[src/hdl/fmul_pkg.sv]
/* shared widths, constants and pipeline payload types for the
   single-precision multiply pipe */

package fmul_pkg;

	//////////////////////////////
	// field and datapath widths
	//////////////////////////////

	localparam int FRAC_W    = 23;   // stored fraction
	localparam int EXP_W     = 8;    // exponent field
	localparam int SIG_W     = 24;   // fraction plus hidden bit
	localparam int PROD_W    = 48;   // full significand product
	localparam int EXP_BIAS  = 127;
	localparam int EXP_INT_W = 10;   // signed internal exponent

	// packed ieee single word
	typedef struct packed {
		logic             sign;
		logic [EXP_W-1:0] exp;
		logic [FRAC_W-1:0] frac;
	} fmul_word_t;

	// canonical quiet nan
	localparam fmul_word_t QNAN_WORD = 32'h7fc0_0000;

	// operand / product class
	typedef enum logic [1:0] {
		CLS_NUM  = 2'd0,
		CLS_ZERO = 2'd1,
		CLS_INF  = 2'd2,
		CLS_NAN  = 2'd3
	} fmul_class_e;

	//////////////////////////////
	// stage payloads
	//////////////////////////////

	// unpack stage out
	typedef struct packed {
		logic                        sign;   // product sign
		fmul_class_e                 cls;
		logic signed [EXP_INT_W-1:0] exp;    // unbiased sum, rebiased once
		logic [SIG_W-1:0]            sig_a;  // msb set for numbers
		logic [SIG_W-1:0]            sig_b;
	} fmul_unpacked_t;

	// product register payload
	typedef struct packed {
		logic                        sign;
		fmul_class_e                 cls;
		logic signed [EXP_INT_W-1:0] exp;
		logic [PROD_W-1:0]           prod;   // raw significand product
	} fmul_product_t;

endpackage
[src/hdl/fmul_top.sv]
/* single-precision multiply pipe top. one operation per cycle in,
   one rounded result out four edges after the operand strobe */
`timescale 1ns/1ps

module fmul_top (
	input  logic                 rclk,
	input  logic                 i_arst_n,
	input  logic                 i_valid,      // one cycle operand strobe
	input  fmul_pkg::fmul_word_t i_op_a,
	input  fmul_pkg::fmul_word_t i_op_b,
	output logic                 o_valid,      // one cycle result strobe
	output fmul_pkg::fmul_word_t o_result,
	output logic                 o_inexact,
	output logic                 o_overflow
);

	import fmul_pkg::*;

	logic           unp_valid;
	fmul_unpacked_t unp_item;   // classified operands
	logic           stg_valid;
	fmul_unpacked_t stg_item;   // one stage later

	// operand registers and decode
	fmul_unpack u_unpack (
		.rclk     (rclk),
		.i_arst_n (i_arst_n),
		.i_valid  (i_valid),
		.i_op_a   (i_op_a),
		.i_op_b   (i_op_b),
		.o_valid  (unp_valid),
		.o_item   (unp_item)
	);

	// decode to multiply boundary
	fmul_stage_reg #(
		.PAYLOAD_T (fmul_unpacked_t)
	) u_unp_reg (
		.rclk     (rclk),
		.i_arst_n (i_arst_n),
		.i_valid  (unp_valid),
		.i_item   (unp_item),
		.o_valid  (stg_valid),
		.o_item   (stg_item)
	);

	// multiply, normalize, round
	fmul_round u_round (
		.rclk       (rclk),
		.i_arst_n   (i_arst_n),
		.i_valid    (stg_valid),
		.i_item     (stg_item),
		.o_valid    (o_valid),
		.o_result   (o_result),
		.o_inexact  (o_inexact),
		.o_overflow (o_overflow)
	);

endmodule

[src/hdl/fmul_round.sv]
/* back half of the multiply pipe. forms the significand product, then
   post-normalizes, denormalizes, rounds to nearest even and registers */
`timescale 1ns/1ps

module fmul_round (
	input  logic                     rclk,
	input  logic                     i_arst_n,
	input  logic                     i_valid,
	input  fmul_pkg::fmul_unpacked_t i_item,
	output logic                     o_valid,
	output fmul_pkg::fmul_word_t     o_result,
	output logic                     o_inexact,
	output logic                     o_overflow
);

	import fmul_pkg::*;

	fmul_product_t                 prod_d;
	fmul_product_t                 prod_q;
	logic                          prod_vld;
	logic [$clog2(PROD_W+1)-1:0]   lz;
	logic                          prod_zero;

	logic [PROD_W-1:0]             norm;       // hidden bit one below the msb
	logic                          norm_stk;   // bit lost on the right shift
	logic signed [EXP_INT_W-1:0]   e_norm;
	logic [EXP_INT_W-1:0]          dn_amt;     // denormalize distance
	logic [2*PROD_W-1:0]           dn_wide;
	logic [PROD_W-1:0]             fin_sig;
	logic                          fin_stk;
	logic [EXP_INT_W-1:0]          e_field;    // zero for denormals
	logic                          guard;
	logic                          sticky;
	logic                          round_up;
	logic [EXP_INT_W+FRAC_W-1:0]   rnd;        // exponent and fraction rounded together
	logic [EXP_INT_W-1:0]          e_rnd;
	fmul_word_t                    res_d;
	logic                          nx_d;
	logic                          of_d;

	//////////////////////////////
	// multiply and product reg
	//////////////////////////////

	always_comb begin
		prod_d.sign = i_item.sign;
		prod_d.cls  = i_item.cls;
		prod_d.exp  = i_item.exp;
		prod_d.prod = i_item.sig_a * i_item.sig_b;   // 1.x times 1.x lands in [1,4)
	end

	fmul_stage_reg #(
		.PAYLOAD_T (fmul_product_t)
	) u_prod_reg (
		.rclk     (rclk),
		.i_arst_n (i_arst_n),
		.i_valid  (i_valid),
		.i_item   (prod_d),
		.o_valid  (prod_vld),
		.o_item   (prod_q)
	);

	fmul_lead0 #(
		.WIDTH (PROD_W)
	) u_lead0 (
		.i_din   (prod_q.prod),
		.o_lead0 (lz),
		.o_zero  (prod_zero)
	);

	//////////////////////////////
	// post-normalize
	//////////////////////////////

	always_comb begin
		if (prod_q.prod[PROD_W-1]) begin   // product in [2,4)
			norm     = prod_q.prod >> 1;
			norm_stk = prod_q.prod[0];
			e_norm   = prod_q.exp + EXP_INT_W'(1);
		end else begin
			norm     = prod_q.prod << (lz - 1'b1);   // lz is at least one here
			norm_stk = 1'b0;
			e_norm   = prod_q.exp - EXP_INT_W'(lz) + EXP_INT_W'(1);
		end
	end

	// gradual underflow
	always_comb begin
		dn_amt = EXP_INT_W'(1) - e_norm;
		if (dn_amt > EXP_INT_W'(PROD_W))
			dn_amt = EXP_INT_W'(PROD_W);   // everything goes to sticky
		dn_wide = {norm, {PROD_W{1'b0}}} >> dn_amt;
		if (e_norm < 1) begin
			fin_sig = dn_wide[2*PROD_W-1 -: PROD_W];
			fin_stk = norm_stk | (|dn_wide[PROD_W-1:0]);
			e_field = '0;
		end else begin
			fin_sig = norm;
			fin_stk = norm_stk;
			e_field = e_norm;
		end
	end

	//////////////////////////////
	// round to nearest even
	//////////////////////////////

	assign guard    = fin_sig[PROD_W-3-FRAC_W];
	assign sticky   = fin_stk | (|fin_sig[PROD_W-4-FRAC_W:0]);
	assign round_up = guard & (sticky | fin_sig[PROD_W-2-FRAC_W]);   // tie goes to even
	// carry out of the fraction bumps the exponent
	assign rnd      = {e_field, fin_sig[PROD_W-3 -: FRAC_W]}
		+ (EXP_INT_W+FRAC_W)'(round_up);
	assign e_rnd    = rnd[FRAC_W +: EXP_INT_W];

	always_comb begin
		res_d      = '0;
		res_d.sign = prod_q.sign;
		nx_d       = 1'b0;
		of_d       = 1'b0;
		case (prod_q.cls)
			CLS_NAN: begin
				res_d = QNAN_WORD;   // sign dropped
			end
			CLS_INF: begin
				res_d.exp = '1;
			end
			CLS_ZERO: ;   // signed zero from the default
			default: begin
				if (prod_zero) begin
					res_d.exp = '0;   // never expected for numbers
				end else if (e_rnd >= EXP_INT_W'({EXP_W{1'b1}})) begin
					res_d.exp = '1;   // overflow to signed inf
					of_d      = 1'b1;
					nx_d      = 1'b1;
				end else begin
					res_d.exp  = e_rnd[EXP_W-1:0];
					res_d.frac = rnd[FRAC_W-1:0];
					nx_d       = guard | sticky;
				end
			end
		endcase
	end

	//////////////////////////////
	// result register
	//////////////////////////////

	always_ff @(posedge rclk or negedge i_arst_n) begin
		if (!i_arst_n) begin
			o_valid    <= 1'b0;
			o_result   <= '0;
			o_inexact  <= 1'b0;
			o_overflow <= 1'b0;
		end else begin
			o_valid <= prod_vld;
			if (prod_vld) begin   // outputs hold between strobes
				o_result   <= res_d;
				o_inexact  <= nx_d;
				o_overflow <= of_d;
			end
		end
	end

	// unpack guarantees two nonzero significands for numbers
	a_num_nonzero: assert property (@(posedge rclk) disable iff (!i_arst_n)
		(prod_vld && prod_q.cls == CLS_NUM) |-> !prod_zero);

endmodule

[src/hdl/fmul_unpack.sv]
/* operand input stage of the multiply pipe. registers both operands on the
   strobe, classifies them and pre-normalizes denormal significands */
`timescale 1ns/1ps

module fmul_unpack (
	input  logic                     rclk,
	input  logic                     i_arst_n,
	input  logic                     i_valid,
	input  fmul_pkg::fmul_word_t     i_op_a,
	input  fmul_pkg::fmul_word_t     i_op_b,
	output logic                     o_valid,
	output fmul_pkg::fmul_unpacked_t o_item
);

	import fmul_pkg::*;

	fmul_word_t                  op_q [2];     // index 0 is a, 1 is b
	logic                        valid_q;

	logic                        den    [2];   // exponent field zero
	logic [SIG_W-1:0]            raw    [2];   // significand with hidden bit
	logic [$clog2(SIG_W+1)-1:0]  lz     [2];
	logic                        is_zero[2];
	logic                        is_inf [2];
	logic                        is_nan [2];
	logic [SIG_W-1:0]            sig    [2];   // normalized significand
	logic signed [EXP_INT_W-1:0] eff    [2];   // effective biased exponent

	//////////////////////////////
	// input registers
	//////////////////////////////

	always_ff @(posedge rclk or negedge i_arst_n) begin
		if (!i_arst_n) begin
			valid_q <= 1'b0;
			op_q[0] <= '0;
			op_q[1] <= '0;
		end else begin
			valid_q <= i_valid;
			if (i_valid) begin   // hold last operands when idle
				op_q[0] <= i_op_a;
				op_q[1] <= i_op_b;
			end
		end
	end

	//////////////////////////////
	// per operand decode
	//////////////////////////////

	for (genvar g = 0; g < 2; g++) begin : g_op
		assign den[g] = (op_q[g].exp == '0);
		assign raw[g] = {~den[g], op_q[g].frac};   // hidden bit only for normals

		fmul_lead0 #(
			.WIDTH (SIG_W)
		) u_lead0 (
			.i_din   (raw[g]),
			.o_lead0 (lz[g]),
			.o_zero  (is_zero[g])
		);

		assign is_inf[g] = (op_q[g].exp == '1) && (op_q[g].frac == '0);
		assign is_nan[g] = (op_q[g].exp == '1) && (op_q[g].frac != '0);

		// normals have lz 0 so one shift covers both kinds
		assign sig[g] = is_zero[g] ? '0 : raw[g] << lz[g];
		// denormal scale is 2^(1-bias) before the shift
		assign eff[g] = EXP_INT_W'(den[g] ? EXP_W'(1) : op_q[g].exp) - EXP_INT_W'(lz[g]);
	end

	//////////////////////////////
	// class, sign and exponent
	//////////////////////////////

	always_comb begin
		o_item.sign  = op_q[0].sign ^ op_q[1].sign;
		o_item.sig_a = sig[0];
		o_item.sig_b = sig[1];
		o_item.exp   = eff[0] + eff[1] - EXP_INT_W'(EXP_BIAS);   // may run negative

		if (is_nan[0] || is_nan[1])
			o_item.cls = CLS_NAN;
		else if ((is_inf[0] && is_zero[1]) || (is_zero[0] && is_inf[1]))
			o_item.cls = CLS_NAN;   // inf times zero is invalid
		else if (is_inf[0] || is_inf[1])
			o_item.cls = CLS_INF;
		else if (is_zero[0] || is_zero[1])
			o_item.cls = CLS_ZERO;
		else
			o_item.cls = CLS_NUM;
	end

	assign o_valid = valid_q;

	// leading one must land in the hidden bit for every finite nonzero pair
	a_num_normalized: assert property (@(posedge rclk) disable iff (!i_arst_n)
		(o_valid && o_item.cls == CLS_NUM) |-> (o_item.sig_a[SIG_W-1] && o_item.sig_b[SIG_W-1]));

endmodule

[src/hdl/fmul_stage_reg.sv]
/* one-deep pipeline register for any payload type. the valid bit tracks
   the input strobe every cycle and the item loads only on a strobe */
`timescale 1ns/1ps

module fmul_stage_reg #(
	parameter type PAYLOAD_T = fmul_pkg::fmul_unpacked_t
) (
	input  logic     rclk,
	input  logic     i_arst_n,
	input  logic     i_valid,
	input  PAYLOAD_T i_item,
	output logic     o_valid,
	output PAYLOAD_T o_item
);

	always_ff @(posedge rclk or negedge i_arst_n) begin
		if (!i_arst_n) begin
			o_valid <= 1'b0;   // empty after reset
			o_item  <= '0;
		end else begin
			o_valid <= i_valid;   // no stall so just follow
			if (i_valid)
				o_item <= i_item;   // hold across bubbles
		end
	end

	// strobe leaving the stage is always resolved
	a_valid_known: assert property (@(posedge rclk) disable iff (!i_arst_n)
		!$isunknown(o_valid));

endmodule

[src/hdl/fmul_lead0.sv]
/* leading-zero counter of any width, used for operand
   pre-normalization and product post-normalization */
`timescale 1ns/1ps

module fmul_lead0 #(
	parameter int WIDTH = 24
) (
	input  logic [WIDTH-1:0]             i_din,
	output logic [$clog2(WIDTH+1)-1:0]   o_lead0,   // WIDTH when input is zero
	output logic                         o_zero     // all bits clear
);

	// priority encode from the lsb up so the highest set bit wins
	always_comb begin
		o_lead0 = ($clog2(WIDTH+1))'(WIDTH);
		for (int i = 0; i < WIDTH; i++) begin
			if (i_din[i])
				o_lead0 = ($clog2(WIDTH+1))'(WIDTH - 1 - i);   // zeros above bit i
		end
	end

	assign o_zero = ~|i_din;   // caller can skip the shift

endmodule

[config.mk]
export PLATFORM = sky130hd
export DESIGN_NAME = fmul_top
export DESIGN_NICKNAME = d
export VERILOG_FILES = /design/src/hdl/fmul_pkg.sv /design/src/hdl/fmul_top.sv /design/src/hdl/fmul_round.sv /design/src/hdl/fmul_unpack.sv /design/src/hdl/fmul_stage_reg.sv /design/src/hdl/fmul_lead0.sv
export SDC_FILE = /design/constraint.sdc
export NUM_CORES = 2
export LEC_CHECK = 0
export BUFFER_PORTS_ARGS = -buffer_cell sky130_fd_sc_hd__buf_2
export CELL_PAD_IN_SITES_DETAIL_PLACEMENT = 0
export CELL_PAD_IN_SITES_GLOBAL_PLACEMENT = 1
export CORE_MARGIN = 1
export CORE_UTILIZATION = 50
export DETAILED_ROUTE_END_ITERATION = 8
export GPL_TIMING_DRIVEN = 1
export PLACE_DENSITY = 0.92
export SETUP_SLACK_MARGIN = 0.1
export SLEW_MARGIN = 20
export SYNTH_ARGS = -nofsm -noshare
export SYNTH_HDL_FRONTEND = slang
export SYNTH_SLANG_ARGS = --single-unit
[constraint.sdc]
create_clock -name rclk -period 9.8 [get_ports rclk]
set_input_delay 1.47 -clock rclk [delete_from_list [all_inputs] [get_ports rclk]]
set_output_delay 1.47 -clock rclk [all_outputs]
set_load 0.1 [all_outputs]
## Yosys cells after proc, flatten, opt, wreduce, memory -nomap -nowiden

Cells that the tools add are included.

| storage, ports and cells | value |
|---|---|
| register bits after elaboration | 224 |
| output and inout bits | 35 |
| logic and storage cells | 205 |

| cells by class | value |
|---|---|
| add/sub/neg operators | 10 |
| multiply operators | 1 |
| magnitude comparators | 3 |
| eq/ne operators | 5 |
| shift operators | 4 |
| muxes and demuxes | 124 |
| bitwise operators | 8 |
| reductions and logical operators | 26 |

Operator list:

| operator | count |
|---|---|
| $mux 6 | 47 |
| $mux 5 | 47 |
| $reduce_or 48->1 | 2 |
| $shr 96x10->94 | 1 |
| $mul 24x24->48 | 1 |
| $mux 24 | 2 |
| $mux 48 | 1 |
| $reduce_or 24->1 | 2 |
| $shl 24x5->24 | 2 |
| $shl 48x6->48 | 1 |
| $logic_not 23->1 | 2 |
| $mux 23 | 2 |
| $mux 46 | 1 |
| $pmux 23 s2 | 1 |
| $reduce_bool 23->1 | 2 |
| $add 33x1->33 | 1 |
| $mux 8 | 4 |
| $mux 10 | 3 |
| $reduce_or 22->1 | 1 |
| $sub 10x5->10 | 2 |
| $eq 8x8->1 const B | 2 |
| $logic_not 8->1 | 2 |
| $pmux 8 s2 | 1 |
| $add 10x1->10 const B | 1 |
| 23 further kinds | 50 |

## Longest topological paths before layout

| depth | value |
|---|---|
| depth in word-level cells | 66 |
| mapped depth | 41 |

## Hierarchy

From an unflattened synthesis, not the netlist that was laid out.

| second synthesis, totals | value |
|---|---|
| cell total of the unflattened synthesis | 4782 |
| area total of the unflattened synthesis | 42433.2 um^2 |

By module, submodules not included:

| module | instances | cells an instance | area an instance (um^2) | seq. area each (um^2) |
|---|---|---|---|---|
| fmul_round | 1 | 3699 | 29898.7 | 875.8 |
| fmul_unpack | 1 | 621 | 6103.4 | 1626.6 |
| fmul_stage_reg | 2 | 130 | 2595.0 | 1551.5 |
| fmul_lead0 (u_round.u_lead0) | 1 | 108 | 638.1 | 0.0 |
| fmul_lead0 (u_unpack.g_op[0].u_lead0 ...) | 2 | 47 | 301.5 | 0.0 |

## Worst setup path after synthesis

OpenSTA, ideal clock, no wires.

| timing path | value |
|---|---|
| path kind | reg-to-reg |
| start | register u_round.u_prod_reg.o_item[19] (netlist bit) |
| end | register, netlist name u_round.o_result[12] |
| setup time | 78 ps |
| arrival time | 8647 ps |
| setup slack | 1075 ps |
| stages on the path, launching flop included | 39 |
| buffers on the path | 7 |
| period minus slack after synthesis | 8725 ps |
| path through | dfrtp_1 clkbuf_1 inv_1 o21ai_0 a211oi_1 o311ai_1 a21o_1 buf_2 nand2_1 inv_2 buf_2 ha_1 ha_1 inv_1 fa_1 mux2_2 ha_1 and3_1 [... 3 more ...] and3_1 clkbuf_1 buf_1 clkbuf_1 o21ai_0 a32o_1 o21ai_0 a31oi_1 nor2_1 ha_1 o211ai_1 or3_1 or3_1 a221oi_2 mux2i_2 a2111o_1 buf_2 o2bb2ai_1 |

| between the ends | value |
|---|---|
| longest elaborated chain between the ends | 47 |
| elaborated cells between the ends (all ways) | 55 |
| classes of those cells | 5 x add/sub; 3 x order compare; 2 x shift; 38 x mux; 4 x bitwise; 3 x reduce/logical |

RTL lines:

| element | line | source |
|---|---|---|
| start, declared | fmul_stage_reg.sv:13 | `output PAYLOAD_T o_item` |
| start signal, assigned | fmul_stage_reg.sv:23 | `o_item <= i_item;` |
| $mux 6 (29 in a row) | fmul_lead0.sv:17 | `if (i_din[i])` |
| $sub 10x6->10 | fmul_round.sv:83 | `e_norm = prod_q.exp - EXP_INT_W'(lz) + EXP_INT_W'(1);` |
| $add 10x1->10 | fmul_round.sv:83 |  |
| $mux 10 | fmul_round.sv:76 | `if (prod_q.prod[PROD_W-1]) begin` |
| $sub 2x10->10 | fmul_round.sv:89 | `dn_amt = EXP_INT_W'(1) - e_norm;` |
| $gt 10x6->1 | fmul_round.sv:90 | `if (dn_amt > EXP_INT_W'(PROD_W))` |
| $mux 10 | fmul_round.sv:90 |  |
| $shr 96x10->94 | fmul_round.sv:92 | `dn_wide = {norm, {PROD_W{1'b0}}} >> dn_amt;` |
| [... 3 more ...] | n/a |  |
| $or 1x1->1 | fmul_round.sv:109 | `assign sticky = fin_stk \| (\|fin_sig[PROD_W-4-FRAC_W:0]);` |
| $or 1x1->1 | fmul_round.sv:110 | `assign round_up = guard & (sticky \| fin_sig[PROD_W-2-FRAC_W]);` |
| $and 1x1->1 | fmul_round.sv:110 |  |
| $add 33x1->33 | fmul_round.sv:113 | `+ (EXP_INT_W+FRAC_W)'(round_up);` |
| $ge 10x8->1 | fmul_round.sv:132 | `end else if (e_rnd >= EXP_INT_W'({EXP_W{1'b1}})) begin` |
| $mux 23 | fmul_round.sv:132 |  |
| $mux 23 (*) | fmul_round.sv:130 | `if (prod_zero) begin` |
| $pmux 23 s2 (*) | fmul_round.sv:121 | `case (prod_q.cls)` |

Mark *: on every way between the ends. The rest lies on a longest branch, timed or not.
A chain may end at the register's enable or synchronous reset.

## Final worst setup path

| timing path | value |
|---|---|
| start | register u_round.u_prod_reg.o_item[26] (netlist bit) |
| end | register, netlist name u_round.o_result[13] |

| between the ends | value |
|---|---|
| longest elaborated chain between the ends | 40 |
| elaborated cells between the ends (all ways) | 48 |
| classes of those cells | 5 x add/sub; 3 x order compare; 2 x shift; 31 x mux; 4 x bitwise; 3 x reduce/logical |

RTL lines:

| element | line |
|---|---|
| $mux 6 (22 in a row) | fmul_lead0.sv:17 |
| $sub 10x6->10 | fmul_round.sv:83 |
| $add 10x1->10 | fmul_round.sv:83 |
| $mux 10 | fmul_round.sv:76 |
| $sub 2x10->10 | fmul_round.sv:89 |
| $gt 10x6->1 | fmul_round.sv:90 |
| $mux 10 | fmul_round.sv:90 |
| $shr 96x10->94 | fmul_round.sv:92 |
| [... 3 more ...] | n/a |
| $or 1x1->1 | fmul_round.sv:109 |
| $or 1x1->1 | fmul_round.sv:110 |
| $and 1x1->1 | fmul_round.sv:110 |
| $add 33x1->33 | fmul_round.sv:113 |
| $ge 10x8->1 | fmul_round.sv:132 |
| $mux 23 | fmul_round.sv:132 |
| $mux 23 (*) | fmul_round.sv:130 |
| $pmux 23 s2 (*) | fmul_round.sv:121 |

Marked as above.

==> run_results.csv <==
group,metric,value,unit
synthesis,yosysWarningCount,0,
clocking,cts_hold_buf,0,
critical_path,cp_slowest_stage_delay,0.86,ns
placed_design,dp_hpwl,121300,µm
floorplanning,start_util,0.5045,
synthesis,synth_nets,5628,
clocking,clock_latency,0.57,ns
synthesis,synth_cell_types,105,
global_route,grt_antenna_before_repair,4,
run,max_cap_viol_count,0,
finish,area_delta_synth_final,8.149,%
timing,hold_viol_final,0,
timing,finalCritPeriodShare,0.9380,
floorplanning,num_rows,104,
critical_path,critPathSlowestCell,"o32ai_1",
clocking,cts_buffer_depth,3,
timing,fmax,108.8,MHz
timing,fin_tns_setup,0,ns
timing,skew,0.01795,ns
critical_path,cp-end-kind,"flop",
timing,tightestPinTransition,1.259,ns
floorplanning,fp.dieArea,0.08215,mm²
clocking,cts_tree,"done",
routing,drc_errors,0,
floorplanning,fp.dieH,286.6,µm
floorplanning,fp.dieW,286.6,µm
outcome,run_status,"completed",
timing,hold_ws,0.4830,ns
critical_path,critical-path-top-delay-family,"compound AO/OA/AOI/OAI gates",
clocking,postCtsSetupRepairBufs,0,
timing,setup_viol,0,
global_route,grt_use_total,0.3737,
global_route,grt_pass1_vias,38840,
routing,vias,38540,
synthesis,syn_area_per_cell,8.342,µm²
timing,min_period,9.192,ns
critical_path,cp_data_required_time,10.28,ns
finish,layout_commonest_cell,"inv_1",
routing,viasPerCell,6.464,
synthesis,synth_edf_count,0,
critical_path,crit_fanout,31,
routing,drtIter0Drc,4493,
timing,slew_headroom,0.1610,
timing,finalMaxSlewViolations,0,
placed_design,gp_congestion,1.052,
routing,routed_wl,153900,µm
synthesis,synth_flop_cell,"dfrtp_1",
finish,drive_above_1_share,0.1226,
clocking,clock_sinks,224,
worst_hold_path,min_path_type,"reg2reg",
floorplanning,io_pins,102,
clocking,cts_root_buffer,"clkbuf_16",
synthesis,syn_inst,4855,
clocking,cts_buffers,26,
clocking,cts-htree-levels,1,
clocking,clkTransAtPathRegs,0.06,ns
placed_design,port_buffers,101,
critical_path,path_buf_inv,4,
routing,avgRoutedWirePerCell,25.80,µm
critical_path,startpoint_type,"flop",
synthesis,synth.yosys.seq_area_share,0.1384,
finish,fin_area,0.04380,mm²
floorplanning,fp.coreArea,0.08029,mm²
critical_path,crit_arrival,9.67,ns
critical_path,crit_type,"reg2reg",
placed_design,post_dp_cell_area,0.04285,mm²
synthesis,ys_seq_elements,224,
global_route,grt_max_degree,105,
synthesis,async_flop_share,1.000,
routing,antenna_left,0,
timing,rsz0062_at_grt,"false",
finish,layout_common_cells,"inv_1, nand2_1, fa_1",
finish,fin_nets,5654,
synthesis,synth_area,0.04050,mm²
global_route,grt_overflow_total,0,
routing,drt-pass1-iter-count,6,
global_route,grt_pass1_wl,236600,µm
## sequential cells by signal (all words and copies together), names as in the netlist
signal,cells
u_round.o_result,32
u_round.u_prod_reg.o_valid,1
u_unp_reg.o_item,61
u_unpack.op_q,64
u_round.o_overflow,1
u_unpack.o_valid,1
u_unp_reg.o_valid,1
u_round.o_valid,1
u_round.u_prod_reg.o_item,61
u_round.o_inexact,1
## final timing paths
| check | startpoint | endpoint | slack, ns | depth (start not counted) |
|---|---|---|---|---|
| max | u_round.u_prod_reg.o_item[26] | u_round.o_result[13] | 0.61 | 31 |
| min | u_round.o_result[2] | u_round.o_result[2] | 0.48 | 1 |
| max reg2reg | u_round.u_prod_reg.o_item[26] | u_round.o_result[13] | 0.61 | 31 |
| min reg2reg | u_round.o_result[2] | u_round.o_result[2] | 0.48 | 1 |
| max in group asynchronous | i_arst_n | u_round.u_prod_reg.o_item[47] | 6.63 | 3 |
| min in group asynchronous | i_arst_n | u_round.o_result[3] | 0.92 | 1 |
## layer usage
layer	wire (µm)	vias up	share of wire	track usage
met5	36	-	0.00023	0
met4	9870	4	0.064	0.1987
met3	13530	536	0.088	0.06502
met2	69820	2134	0.45	0.5934
met1	60600	19120	0.39	0.4868
li1	-	16750	-	-
## Yosys cell counts (all sizes together), types with 19 or more instances
master,count,area share
nand3,107,0.013
o21bai,20,0.0037
nor4,60,0.010
o221ai,48,0.011
o31ai,42,0.0081
nand2b,22,0.0034
o21ai,196,0.024
dfrtp,224,0.14
ha,212,0.065
and3,26,0.0040
nor2,301,0.028
o2bb2ai,29,0.0063
inv,599,0.056
fa,494,0.24
o22ai,47,0.0073
mux2i,147,0.037
o211ai,51,0.0097
xor2,25,0.0054
nand4,60,0.0096
o2111ai,21,0.0045
a31oi,28,0.0043
or2,19,0.0029
a21o,37,0.0069
nand2,593,0.055
nor3,105,0.014
a21oi,188,0.024
xnor2,62,0.014
buf,72,0.0091
mux2,124,0.034
or3,33,0.0052
clkbuf,254,0.024
and2,210,0.032
a22oi,27,0.0051
a211oi,57,0.011
a221oi,21,0.0047
## metrics by stage
step / setup slack (ns) / util / cells
2_1_floorplan: 1.075 / - / 4855
3_3_place_gp: 0.6463 / 0.5338 / 5913
3_5_place_dp: 0.5088 / 0.5338 / 5913
4_1_cts: 0.4936 / 0.5453 / 5961
5_1_grt: 0.1243 / 0.5455 / 5961
6_report: 0.6081 / 0.5456 / 5963
## area by class of cell
class / instances / area [µm²]
Inverter: 605 / 2278
Fill cell: 7429 / 36480
Sequential cell: 224 / 5609
Tap cell: 1060 / 1326
Clock buffer: 31 / 689.4
Clock inverter: 17 / 240.2
Antenna cell: 2 / 5.005
Multi-Input combinational cell: 3700 / 31390
Timing Repair Buffer: 324 / 2265
## logic make-up after synthesis
kind of cell	count (synthesis)	synth area share
buf+inv	931	0.08869
compound gates	1025	0.1780
xor+xnor	87	0.01918
simple gates	1603	0.1907
flops	224	0.1384
fa+ha+maj	706	0.3097
mux	279	0.07544
## what timing repair did
item	CTS	global route
gates resized for setup	0	3
hold endpoints to repair	0	0
setup endpoints to repair	0	4
Power is left out: the tool's default activity adds up to more than one toggle a clock period on the data nets, which glitch-free logic cannot reach.
